===== config.mk =====
export PLATFORM = sky130hd
export DESIGN_NAME = rx_digital_core
export DESIGN_NICKNAME = d
export VERILOG_FILES = /design/src/dcore_pkg.sv /design/src/dcore_ctrl.sv /design/src/adc_unfolding.sv /design/src/digital_comparator.sv /design/src/prbs_generator.sv /design/src/prbs_checker.sv /design/src/rx_digital_core.sv
export SDC_FILE = /design/constraint.sdc
export NUM_CORES = 1
export LEC_CHECK = 0
export ABC_AREA = 1
export BUFFER_PORTS_ARGS = -buffer_cell sky130_fd_sc_hd__buf_2
export CELL_PAD_IN_SITES_DETAIL_PLACEMENT = 0
export CELL_PAD_IN_SITES_GLOBAL_PLACEMENT = 1
export CORE_MARGIN = 5
export CORE_UTILIZATION = 42
export CTS_CLUSTER_DIAMETER = 200
export DETAILED_ROUTE_END_ITERATION = 10
export GPL_TIMING_DRIVEN = 1
export HOLD_SLACK_MARGIN = 0.05
export PLACE_DENSITY_LB_ADDON = 0.1
export SYNTH_ARGS = -nofsm -noshare
export SYNTH_HDL_FRONTEND = slang
export SYNTH_SLANG_ARGS = --single-unit

===== constraint.sdc =====
create_clock -name clk_adc -period 6.4 [get_ports clk_adc]
set_clock_uncertainty 0.15 [all_clocks]
set_input_delay 0.32 -clock clk_adc [delete_from_list [all_inputs] [get_ports clk_adc]]
set_output_delay 0.32 -clock clk_adc [all_outputs]
set_load 0.05 [all_outputs]

===== src/dcore_pkg.sv =====
package dcore_pkg;

    // slice count and datapath widths
    localparam int Nti = 16;
    localparam int Nadc = 8;
    localparam int Ncode = 9;
    localparam int Nprbs = 7;
    localparam int Ncnt = 32;
    localparam int Naddr = 3;
    localparam int Ndata = 16;

    // limits of the signed code after offset removal
    localparam int CODE_MAX = 2 ** (Ncode - 1) - 1;
    localparam int CODE_MIN = -(2 ** (Ncode - 1));

    typedef logic [Nadc-1:0] adc_mag_t;
    typedef logic signed [Ncode-1:0] adc_code_t;
    typedef logic signed [Nadc-1:0] offset_t;
    // bit k belongs to slice k, slice 0 is the earliest
    typedef logic [Nti-1:0] rx_bits_t;
    typedef logic [Nprbs-1:0] prbs_state_t;
    typedef logic [Ncnt-1:0] count_t;
    typedef logic [Naddr-1:0] cfg_addr_t;
    typedef logic [Ndata-1:0] cfg_data_t;
    typedef logic [Ndata-1:0] test_len_t;

    // register map
    localparam cfg_addr_t ADDR_THRESH = 3'd0;
    localparam cfg_addr_t ADDR_OFFSET = 3'd1;
    localparam cfg_addr_t ADDR_PRBS_CTL = 3'd2;
    localparam cfg_addr_t ADDR_SEED = 3'd3;
    localparam cfg_addr_t ADDR_TEST_LEN = 3'd4;
    localparam cfg_addr_t ADDR_START = 3'd5;
    localparam cfg_addr_t ADDR_INJECT = 3'd6;

    // cycles spent loading the checker history before counting
    localparam int ALIGN_CYCLES = 2;

    typedef struct packed {
        adc_mag_t mag;
        logic sign;
    } adc_slice_t;

    typedef adc_slice_t [Nti-1:0] adc_word_t;
    typedef adc_code_t [Nti-1:0] code_word_t;

    typedef struct packed {
        logic we;
        cfg_addr_t addr;
        cfg_data_t data;
    } cfg_wr_t;

    typedef struct packed {
        adc_code_t thresh;
        offset_t offset;
    } dp_cfg_t;

    typedef struct packed {
        logic enable;
        logic seed_load;
        prbs_state_t seed;
        logic inject;
    } bist_ctl_t;

    typedef struct packed {
        logic src_sel;
        logic align;
        logic check;
    } chk_ctl_t;

    typedef struct packed {
        count_t err_count;
        count_t bit_count;
        logic done;
    } prbs_result_t;

    typedef enum logic [1:0] {
        SEQ_IDLE,
        SEQ_ALIGN,
        SEQ_CHECK,
        SEQ_DONE
    } seq_state_t;

endpackage


===== src/dcore_ctrl.sv =====
`timescale 1ns/10ps
`default_nettype none

module dcore_ctrl (
    input wire logic clk_adc,
    input wire logic rst_i,
    input wire dcore_pkg::cfg_wr_t cfg_i,
    input wire dcore_pkg::prbs_result_t result_i,
    output dcore_pkg::dp_cfg_t dp_cfg_o,
    output dcore_pkg::bist_ctl_t bist_ctl_o,
    output dcore_pkg::chk_ctl_t chk_ctl_o,
    output dcore_pkg::prbs_result_t result_o,
    output logic busy_o
);
    dcore_pkg::adc_code_t thresh_r;
    dcore_pkg::offset_t offset_r;
    logic src_sel_r;
    logic bist_en_r;
    dcore_pkg::prbs_state_t seed_r;
    dcore_pkg::test_len_t test_len_r;
    logic seed_load_r;
    logic start_r;
    logic inject_r;
    dcore_pkg::seq_state_t state_r;
    dcore_pkg::test_len_t phase_cnt_r;

    // register file, written on every edge with we high
    always_ff @(posedge clk_adc) begin
        if (rst_i) begin
            thresh_r <= '0;
            offset_r <= '0;
            src_sel_r <= 1'b0;
            bist_en_r <= 1'b0;
            seed_r <= '0;
            test_len_r <= '0;
            seed_load_r <= 1'b0;
            start_r <= 1'b0;
            inject_r <= 1'b0;
        end else begin
            // strobes last exactly one cycle
            seed_load_r <= cfg_i.we && (cfg_i.addr == dcore_pkg::ADDR_SEED);
            start_r <= cfg_i.we && (cfg_i.addr == dcore_pkg::ADDR_START);
            inject_r <= cfg_i.we && (cfg_i.addr == dcore_pkg::ADDR_INJECT);
            if (cfg_i.we) begin
                case (cfg_i.addr)
                    dcore_pkg::ADDR_THRESH: thresh_r <= cfg_i.data[dcore_pkg::Ncode-1:0];
                    dcore_pkg::ADDR_OFFSET: offset_r <= cfg_i.data[dcore_pkg::Nadc-1:0];
                    dcore_pkg::ADDR_PRBS_CTL: begin
                        src_sel_r <= cfg_i.data[0];
                        bist_en_r <= cfg_i.data[1];
                    end
                    dcore_pkg::ADDR_SEED: seed_r <= cfg_i.data[dcore_pkg::Nprbs-1:0];
                    dcore_pkg::ADDR_TEST_LEN: test_len_r <= cfg_i.data;
                    default: ;
                endcase
            end
        end
    end

    // test sequencer, one down-counter shared by align and check
    always_ff @(posedge clk_adc) begin
        if (rst_i) begin
            state_r <= dcore_pkg::SEQ_IDLE;
            phase_cnt_r <= '0;
        end else begin
            case (state_r)
                dcore_pkg::SEQ_IDLE, dcore_pkg::SEQ_DONE: begin
                    if (start_r) begin
                        state_r <= dcore_pkg::SEQ_ALIGN;
                        phase_cnt_r <= dcore_pkg::test_len_t'(dcore_pkg::ALIGN_CYCLES - 1);
                    end
                end
                dcore_pkg::SEQ_ALIGN: begin
                    if (phase_cnt_r == '0) begin
                        // zero length means nothing to check
                        if (test_len_r == '0) begin
                            state_r <= dcore_pkg::SEQ_DONE;
                        end else begin
                            state_r <= dcore_pkg::SEQ_CHECK;
                            phase_cnt_r <= test_len_r - 1'b1;
                        end
                    end else begin
                        phase_cnt_r <= phase_cnt_r - 1'b1;
                    end
                end
                default: begin
                    if (phase_cnt_r == '0) begin
                        state_r <= dcore_pkg::SEQ_DONE;
                    end else begin
                        phase_cnt_r <= phase_cnt_r - 1'b1;
                    end
                end
            endcase
        end
    end

    assign dp_cfg_o = '{thresh: thresh_r, offset: offset_r};
    assign bist_ctl_o = '{enable: bist_en_r, seed_load: seed_load_r, seed: seed_r,
                          inject: inject_r};
    assign chk_ctl_o = '{src_sel: src_sel_r,
                         align: (state_r == dcore_pkg::SEQ_ALIGN),
                         check: (state_r == dcore_pkg::SEQ_CHECK)};

    // counts come from the checker, done from the sequencer
    assign result_o = '{err_count: result_i.err_count, bit_count: result_i.bit_count,
                        done: (state_r == dcore_pkg::SEQ_DONE)};
    assign busy_o = (state_r == dcore_pkg::SEQ_ALIGN) || (state_r == dcore_pkg::SEQ_CHECK);

endmodule

`default_nettype wire


===== src/adc_unfolding.sv =====
`timescale 1ns/10ps
`default_nettype none

module adc_unfolding (
    input wire logic clk_adc,
    input wire logic rst_i,
    input wire dcore_pkg::adc_word_t adc_i,
    input wire dcore_pkg::offset_t offset_i,
    output dcore_pkg::code_word_t codes_o
);

    // signed code from one slice, offset removed and clipped to the code range
    function automatic dcore_pkg::adc_code_t unfold(input dcore_pkg::adc_slice_t slice,
                                                    input dcore_pkg::offset_t offset);
        logic signed [dcore_pkg::Ncode:0] mag_s;
        logic signed [dcore_pkg::Ncode:0] diff;
        mag_s = $signed({2'b00, slice.mag});
        // sign 1 is the positive half
        diff = (slice.sign ? mag_s : -mag_s) - offset;
        if (diff > dcore_pkg::CODE_MAX) begin
            unfold = dcore_pkg::adc_code_t'(dcore_pkg::CODE_MAX);
        end else if (diff < dcore_pkg::CODE_MIN) begin
            unfold = dcore_pkg::adc_code_t'(dcore_pkg::CODE_MIN);
        end else begin
            unfold = diff[dcore_pkg::Ncode-1:0];
        end
    endfunction

    always_ff @(posedge clk_adc) begin
        if (rst_i) begin
            codes_o <= '0;
        end else begin
            for (int k = 0; k < dcore_pkg::Nti; k++) begin
                codes_o[k] <= unfold(adc_i[k], offset_i);
            end
        end
    end

endmodule

`default_nettype wire


===== src/digital_comparator.sv =====
`timescale 1ns/10ps
`default_nettype none

module digital_comparator (
    input wire logic clk_adc,
    input wire logic rst_i,
    input wire dcore_pkg::code_word_t codes_i,
    input wire dcore_pkg::adc_code_t thresh_i,
    output dcore_pkg::rx_bits_t bits_o
);
    dcore_pkg::rx_bits_t above;

    // strict compare, a code equal to the threshold slices to 0
    always_comb begin
        for (int k = 0; k < dcore_pkg::Nti; k++) begin
            above[k] = $signed(codes_i[k]) > thresh_i;
        end
    end

    always_ff @(posedge clk_adc) begin
        if (rst_i) begin
            bits_o <= '0;
        end else begin
            bits_o <= above;
        end
    end

endmodule

`default_nettype wire


===== src/prbs_generator.sv =====
`timescale 1ns/10ps
`default_nettype none

module prbs_generator (
    input wire logic clk_adc,
    input wire logic rst_i,
    input wire dcore_pkg::bist_ctl_t ctl_i,
    output dcore_pkg::rx_bits_t bits_o
);
    // state[0] is the oldest of the last seven bits
    dcore_pkg::prbs_state_t state_r;
    dcore_pkg::prbs_state_t state_next;
    dcore_pkg::rx_bits_t word;

    // unroll x^7+x^6+1 over one word, slice 0 first
    always_comb begin
        state_next = state_r;
        for (int k = 0; k < dcore_pkg::Nti; k++) begin
            word[k] = state_next[0] ^ state_next[1];
            state_next = {word[k], state_next[dcore_pkg::Nprbs-1:1]};
        end
    end

    always_ff @(posedge clk_adc) begin
        if (rst_i) begin
            state_r <= '0;
            bits_o <= '0;
        end else if (ctl_i.seed_load) begin
            state_r <= ctl_i.seed;
        end else if (ctl_i.enable) begin
            state_r <= state_next;
            // injected error only touches the output, the sequence runs on
            bits_o <= word ^ dcore_pkg::rx_bits_t'(ctl_i.inject);
        end
    end

endmodule

`default_nettype wire


===== src/prbs_checker.sv =====
`timescale 1ns/10ps
`default_nettype none

module prbs_checker (
    input wire logic clk_adc,
    input wire logic rst_i,
    input wire dcore_pkg::chk_ctl_t ctl_i,
    input wire dcore_pkg::rx_bits_t adc_bits_i,
    input wire dcore_pkg::rx_bits_t bist_bits_i,
    output dcore_pkg::prbs_result_t result_o
);
    dcore_pkg::rx_bits_t rx_bits;
    // last seven bits of the previous word, index 0 oldest
    dcore_pkg::prbs_state_t hist_r;
    logic [dcore_pkg::Nti+dcore_pkg::Nprbs-1:0] ext_bits;
    dcore_pkg::rx_bits_t err_vec;
    dcore_pkg::count_t err_sum;
    dcore_pkg::count_t err_cnt_r;
    dcore_pkg::count_t bit_cnt_r;

    assign rx_bits = ctl_i.src_sel ? bist_bits_i : adc_bits_i;
    assign ext_bits = {rx_bits, hist_r};

    // each bit is predicted from the bits seven and six before it
    always_comb begin
        err_sum = '0;
        for (int k = 0; k < dcore_pkg::Nti; k++) begin
            err_vec[k] = rx_bits[k] ^ ext_bits[k] ^ ext_bits[k+1];
            err_sum = err_sum + dcore_pkg::count_t'(err_vec[k]);
        end
    end

    always_ff @(posedge clk_adc) begin
        if (rst_i) begin
            hist_r <= '0;
        end else begin
            // history follows the data in every state
            hist_r <= rx_bits[dcore_pkg::Nti-1:dcore_pkg::Nti-dcore_pkg::Nprbs];
        end
    end

    always_ff @(posedge clk_adc) begin
        if (rst_i) begin
            err_cnt_r <= '0;
            bit_cnt_r <= '0;
        end else if (ctl_i.align) begin
            err_cnt_r <= '0;
            bit_cnt_r <= '0;
        end else if (ctl_i.check) begin
            err_cnt_r <= err_cnt_r + err_sum;
            bit_cnt_r <= bit_cnt_r + dcore_pkg::count_t'(dcore_pkg::Nti);
        end
    end

    // done belongs to the sequencer
    assign result_o = '{err_count: err_cnt_r, bit_count: bit_cnt_r, done: 1'b0};

endmodule

`default_nettype wire


===== src/rx_digital_core.sv =====
`timescale 1ns/10ps
`default_nettype none

module rx_digital_core (
    input wire logic clk_adc,
    input wire logic rst_i,
    input wire dcore_pkg::adc_word_t adc_i,
    input wire dcore_pkg::cfg_wr_t cfg_i,
    output wire dcore_pkg::code_word_t codes_o,
    output wire dcore_pkg::rx_bits_t rx_bits_o,
    output wire dcore_pkg::prbs_result_t result_o,
    output wire logic busy_o
);
    // control to datapath
    wire dcore_pkg::dp_cfg_t dp_cfg;
    wire dcore_pkg::bist_ctl_t bist_ctl;
    wire dcore_pkg::chk_ctl_t chk_ctl;
    wire dcore_pkg::prbs_result_t chk_result;
    wire dcore_pkg::rx_bits_t bist_bits;

    dcore_ctrl ctrl_i (
        .clk_adc(clk_adc),
        .rst_i(rst_i),
        .cfg_i(cfg_i),
        .result_i(chk_result),
        .dp_cfg_o(dp_cfg),
        .bist_ctl_o(bist_ctl),
        .chk_ctl_o(chk_ctl),
        .result_o(result_o),
        .busy_o(busy_o)
    );

    adc_unfolding unfold_i (
        .clk_adc(clk_adc),
        .rst_i(rst_i),
        .adc_i(adc_i),
        .offset_i(dp_cfg.offset),
        .codes_o(codes_o)
    );

    // slicer feeds both the output and the checker
    digital_comparator dig_comp_i (
        .clk_adc(clk_adc),
        .rst_i(rst_i),
        .codes_i(codes_o),
        .thresh_i(dp_cfg.thresh),
        .bits_o(rx_bits_o)
    );

    prbs_generator prbs_gen_i (
        .clk_adc(clk_adc),
        .rst_i(rst_i),
        .ctl_i(bist_ctl),
        .bits_o(bist_bits)
    );

    prbs_checker prbs_chk_i (
        .clk_adc(clk_adc),
        .rst_i(rst_i),
        .ctl_i(chk_ctl),
        .adc_bits_i(rx_bits_o),
        .bist_bits_i(bist_bits),
        .result_o(chk_result)
    );

endmodule

`default_nettype wire


======== Word level (Yosys, flattened, before mapping) ========
Cells that the tools add are included.
operators by class
  equality and inequality tests ........... 13
  reduce and logical (&&, ||, !) cells .... 36
  magnitude comparators ................... 48
  add/sub/neg operators ................... 51
  multiplexer cells ....................... 61
  bitwise logic cells ..................... 50
operators by type and width
  kind                                                                   count
  32-bit by 1-bit adder with 32-bit output                               14
  10-bit by 9-bit > comparator with 1-bit output, second input constant  16
  10-bit by 9-bit < comparator with 1-bit output, second input constant  16
  10-bit 2-to-1 mux                                                      16
  8-bit negation with 10-bit output                                      16
  10-bit by 8-bit subtractor with 10-bit output                          16
  9-bit > comparator                                                     16
  9-bit 2-to-1 mux                                                       16
  8-bit 2-to-1 mux                                                       16
  16-bit 2-to-1 mux                                                      5
  1-bit XOR                                                              48
  2-bit OR reduction                                                     18
  32-bit adder                                                           1
  32-bit by 5-bit adder with 32-bit output, second input constant        1
  16-bit zero test                                                       2
  16-bit case mux with 2 select lines                                    1
  16-bit by 1-bit subtractor with 16-bit output, second input constant   2
  16-bit by 1-bit XOR with 16-bit output                                 1
  7-bit 2-to-1 mux                                                       2
  2-bit AND reduction                                                    6
  3-bit equality test, second input constant                             3
  3-bit by 2-bit equality test with 1-bit output, second input constant  2
  2-bit 2-to-1 mux                                                       3
  3-bit != test, second input constant                                   2
  14 further kinds                                                       20
storage, ports and cells
  register bits ........................... 317
  bits of input ports ..................... 166
  output and inout port bits .............. 226
  logic and storage cells ................. 308

======== Depth between registers and ports, before layout ========
  word-level depth ........................ 19
  gate-level depth with buffers ........... 23
  gate-level depth less buffers ........... 22

======== Modules after synthesis ========
A second synthesis with hierarchy kept.
unflattened totals
  cells, all modules ...................... 4536
  area, all modules ....................... 29659.7 um2
modules (own cells, without submodules)
  module              times used  area an instance (um2)  cells each  sequential area each (um2)
  adc_unfolding       1           15143.3                 2366        2882.8
  prbs_checker        1           4734.5                  674         1341.3
  digital_comparator  1           4648.2                  737         320.3
  dcore_ctrl          1           3922.5                  605         1261.2
  prbs_generator      1           1211.2                  154         460.4

======== Worst setup path after synthesis ========
No wires, ideal clock.
  path type ............................... flip-flop to flip-flop
  from .................................... register dig_comp_i.bits_o[0]
  to ...................................... register prbs_chk_i.err_cnt_r[22]
  period minus slack after synthesis ...... 5.110 ns
  data arrival time ....................... 4.812 ns
  slack ................................... 1.290 ns
  path buffers ............................ 0
  cell stages (with the launch flop) ...... 20
  data required time ...................... 6.103 ns
  setup time .............................. 0.147 ns
  cells stage by stage .................... dfxtp_1 > o21ai_0 > xnor2_1 > ha_1 > fa_1 > fa_1 > fa_1 > inv_1 > fa_1 > inv_1 > ha_1 > fa_1 > nand3_1 > nand2_2 > nand2_1 > nand2_1 > nand3_1 > nor2_1 > o21ai_0 > a21oi_1
on the way
  cells in the longest elaborated chain, start to end .. 19
  elaborated cells between the ends (all ways) .. 22
  classes of those cells .................. add/sub: 16; mux: 1; bitwise: 5
RTL lines
  what                                                     RTL line                  source
  start: declaration                                       digital_comparator.sv:9   output dcore_pkg::rx_bits_t bits_o
  start signal: assignment                                 digital_comparator.sv:24  bits_o <= above;
  16-bit 2-to-1 mux *                                      prbs_checker.sv:21        assign rx_bits = ctl_i.src_sel ? bist_bits_i : adc_bits_i;
  1-bit XOR (2 in a row)                                   prbs_checker.sv:28        err_vec[k] = rx_bits[k] ^ ext_bits[k] ^ ext_bits[k+1];
  1-bit by 1-bit adder with 2-bit output                   prbs_checker.sv:29        err_sum = err_sum + dcore_pkg::count_t'(err_vec[k]);
  32-bit by 1-bit adder with 32-bit output (5 in a row)    prbs_checker.sv:29
  32-bit by 1-bit adder with 32-bit output * (9 in a row)  prbs_checker.sv:29
  32-bit adder *                                           prbs_checker.sv:50        err_cnt_r <= err_cnt_r + err_sum;
  end signal: assignment                                   prbs_checker.sv:50
  end: declaration                                         prbs_checker.sv:18        dcore_pkg::count_t err_cnt_r;
Every way passes the cells marked *; elsewhere a longest branch is shown, timed or not.
A chain may end at the register's enable or synchronous reset.

======== Worst setup path in the final report ========
  from .................................... register ctrl_i.src_sel_r
  to ...................................... register prbs_chk_i.err_cnt_r[22]
on the way
  cells in the longest elaborated chain, start to end .. 19
  elaborated cells between the ends (all ways) .. 49
  classes of those cells .................. add/sub: 16; mux: 1; bitwise: 32
RTL lines
  what                                                    RTL line            source
  start: declaration                                      dcore_ctrl.sv:17    logic src_sel_r;
  start signal: assignment                                dcore_ctrl.sv:49    src_sel_r <= cfg_i.data[0];
  16-bit 2-to-1 mux *                                     prbs_checker.sv:21
  1-bit XOR (2 in a row)                                  prbs_checker.sv:28
  1-bit by 1-bit adder with 2-bit output                  prbs_checker.sv:29
  32-bit by 1-bit adder with 32-bit output (13 in a row)  prbs_checker.sv:29
  32-bit by 1-bit adder with 32-bit output *              prbs_checker.sv:29
  32-bit adder *                                          prbs_checker.sv:50
Marked as above.

==> results.yml <==
cts:
  cts-root-buf: "clkbuf_16"
  cts_max_path_buffers: 3
  cts.sink_count: 313
  cts_tree: "yes"
  htree_num_levels: 2
  cts_buffers: 38
  insertion_delay_ns: 0.57
  path_clk_slew_ns: 0.06
critical_path:
  crit_path_start: "ctrl_i.src_sel_r$_SDFFE_PP0P_"
  reg2regPathDepth: 20
  crit_path_max_fanout: 11
  worst_ep_arrival_time_ns: 5.80
  cp.required_ns: 6.70
  endpoint_kind: "flop"
  regToRegSetupSlack_ns: 0.90
  r2r-start: "ctrl_i.src_sel_r$_SDFFE_PP0P_"
  crit_path_end: "prbs_chk_i.err_cnt_r[22]$_SDFFE_PP0N_"
  crit_type: "reg -> reg"
  reg2reg_to: "prbs_chk_i.err_cnt_r[22]$_SDFFE_PP0N_"
  start_kind: "flop"
layout:
  synthToLayoutAreaGrowth_pct: 16.2
  drive_gt1_share_pct: 11.5
  utilization_pct: 49.1
  num-nets-final: 5074
  layout_commonest_cell: "nand2_1"
  stdcell_area_um2: 31600
  most-common-layout-cells: "nand2_1 (1156), inv_1 (503), nor2_1 (469)"
detailed_routing:
  drt.antenna.violating_nets: 0
  routedWlPerCell_um: 16.1
  vias: 26700
  met3WireLength_um: 3880
  drc_errors: 0
  wl_met1_um: 40800
  wirelength_um: 87800
  vias_per_cell: 4.90
  dr.pass1.iters: 6
  highest_layer: "met5"
  wl_met2_um: 40900
  drt_iter0_drc: 1503
sta:
  hold_viol: 0
  fin_setup_tns_ns: 0
  finalMaxSlewViolations: 0
  slew_headroom_pct: 32.5
  worst_slew_pin_slew_ns: 1.01
  rsz0062_at_grt: "false"
  layout_min_cycle_time_ns: 5.50
  holdWs_ns: 0.103
  fmax_mhz: 182
  fin_crit_sh_pct: 85.9
  setup_viol_count_final: 0
synthesis:
  avgSynthCellArea_um2: 6.56
  yosysSeqAreaShare_pct: 23.0
  synth_area_um2: 27200
  synth_seq_cells: 313
  postSynthCellCount: 4143
  ys_warn_count: 0
  ys_types: 51
placed_design:
  finalWeightedCongestion: 0.883
  dpl.hpwl_um: 67700
  portBuffers: 387
  detailed_place.area_um2: 30100
grt:
  track_usage_pct: 24.1
  grt_max_degree: 120
  antenna_found_initial: 9
  grt.overflow.total: 0
  grt_pass1_vias: 25200
  grt_pass1_wl_um: 136000
die:
  die_h_um: 264
  floorplan.rows: 93
  io_pins: 392
  core-area_um2: 64300
  die_w_um: 264
  start_util_pct: 42.3
  die_area_um2: 69900
pwr:
  irDropWorstVdd_mv: 0.739
  p_leak_nw: 16.6
  power_mw: 12.2
  powerDensity_nw_per_um2: 386
min_path:
  holdPathStages: 6
  hp-class: "in -> reg"
run_status:
  status: "finished clean"
run:
  maxCapViolCount: 0
==> logic make-up (layout without fill, tap and decap cells) <==
logic type | count (synthesis) | count (layout) | share of synthesized area (%)
flip-flops | 313 | 313 | 23.0
adder cells (fa/ha/maj) | 354 | 354 | 17.0
buffers and inverters | 583 | 1020 | 8.23
multiplexers | 15 | 15 | 0.575
AND/OR/NAND/NOR | 2107 | 2107 | 32.5
AO/OA/AOI/OAI | 501 | 501 | 9.99
other | 1 | 9 | 0.0138
XOR/XNOR | 269 | 269 | 8.66
==> sequential cells by signal, summed over array words and instances (netlist names), 9 cells and up <==
name and cells:
ctrl_i.phase_cnt_r 16, unfold_i.codes_o 144, ctrl_i.test_len_r 16, prbs_chk_i.bit_cnt_r 28
prbs_chk_i.err_cnt_r 32, prbs_gen_i.bits_o 16, dig_comp_i.bits_o 16, ctrl_i.thresh_r 9
==> stage by stage <==
| stage | setup slack (ns) | std cells |
|---|---|---|
| 3_3_place_gp | 0.956 | 5346 |
| 2_1_floorplan | 1.29 | 4146 |
| 4_1_cts | 0.888 | 5438 |
| 5_1_grt | 0.520 | 5439 |
| 3_5_place_dp | 0.908 | 5346 |
| 6_report | 0.904 | 5443 |
==> cell usage after synthesis (all sizes together) <==
library cell,n,area (um^2)
fa,27,541
mux2i,10,100
nor3b,3,22.5
a211oi,1,7.51
buf,30,161
conb,1,3.75
nor2,487,1910
a31oi,26,163
o211ai,7,52.6
o21bai,4,30.0
clkinv,9,33.8
mux2,5,56.3
and2,1,6.26
a21o,25,188
inv,509,1910
nor4b,1,23.8
and3,3,18.8
nand4,33,213
clkbuf,35,131
ha,327,4090
nand3b,32,244
xor2,186,1630
o21ai,161,806
a21oi,247,1240
a2bb2oi,1,8.76
o31ai,1,7.51
or2,11,68.8
nand2,1168,4430
nand3,331,1680
dfxtp,313,6270
o21a,28,210
xnor2,83,727
nor4,8,50.1
nor3,29,155
==> how the worst min path moves through the flow <==
stage | startpoint | endpoint | slack [ns]
after floorplan | prbs_gen_i.bits_o[10]$_SDFFE_PP0P_ | prbs_gen_i.bits_o[10]$_SDFFE_PP0P_ | 0.29
after global placement | prbs_gen_i.bits_o[14]$_SDFFE_PP0P_ | prbs_gen_i.bits_o[14]$_SDFFE_PP0P_ | 0.31
after detailed placement | prbs_gen_i.bits_o[14]$_SDFFE_PP0P_ | prbs_gen_i.bits_o[14]$_SDFFE_PP0P_ | 0.31
after CTS | cfg_i[17] | ctrl_i.thresh_r[0]$_SDFFE_PP0P_ | 0.07
after global routing | adc_i[28] | unfold_i.codes_o[27]$_SDFF_PP0_ | 0.13
final | adc_i[28] | unfold_i.codes_o[27]$_SDFF_PP0_ | 0.10
==> final cells by class <==
cell class                 count  area [um^2]
antenna                        5         12.5
clock buffer                  50         1050
clock inverter                19          200
fill                        6934        32800
inverter                     518         1950
multi-input combinational   3250        18700
sequential                   313         6270
tap                          855         1070
timing repair buffer         433         2340
==> report_power, final <==
group | switching [mW] | internal, mW
logic | 4.86 | 2.57
clock network | 0.895 | 1.28
registers | 0.312 | 2.29
total | 6.06 | 6.14
==> routing by layer <==
metal,vias to the layer above,global-route usage [%]
met2,499,41.6
met1,11900,32.0
met4,8,5.68
li1,14200,-
met3,107,3.45
met5,-,0
==> worst max-delay path: stages, from the launching register on <==
cell and delay, ns:
dfxtp_1 0.51, buf_4 0.29, mux2i_1 0.48, xnor2_1 0.20
xor2_1 0.21, fa_1 0.45, fa_1 0.47, fa_1 0.54
inv_1 0.05, fa_1 0.52, inv_1 0.04, ha_1 0.21
fa_1 0.40, nand3_1 0.11, nand2_2 0.09, nand2_1 0.09
nand2_1 0.07, nand3_1 0.15, nor2_1 0.11, o21ai_0 0.16
a21oi_1 0.05
==> timing repair <==
item / 4_1_cts / 5_1_grt
resized for setup: 0 / 0
endpoints found under the hold margin: 55 / 0
hold buffers: 23 / 0
setup buffers: 0 / 0
Note: power is estimated with default switching activity, not from simulation.
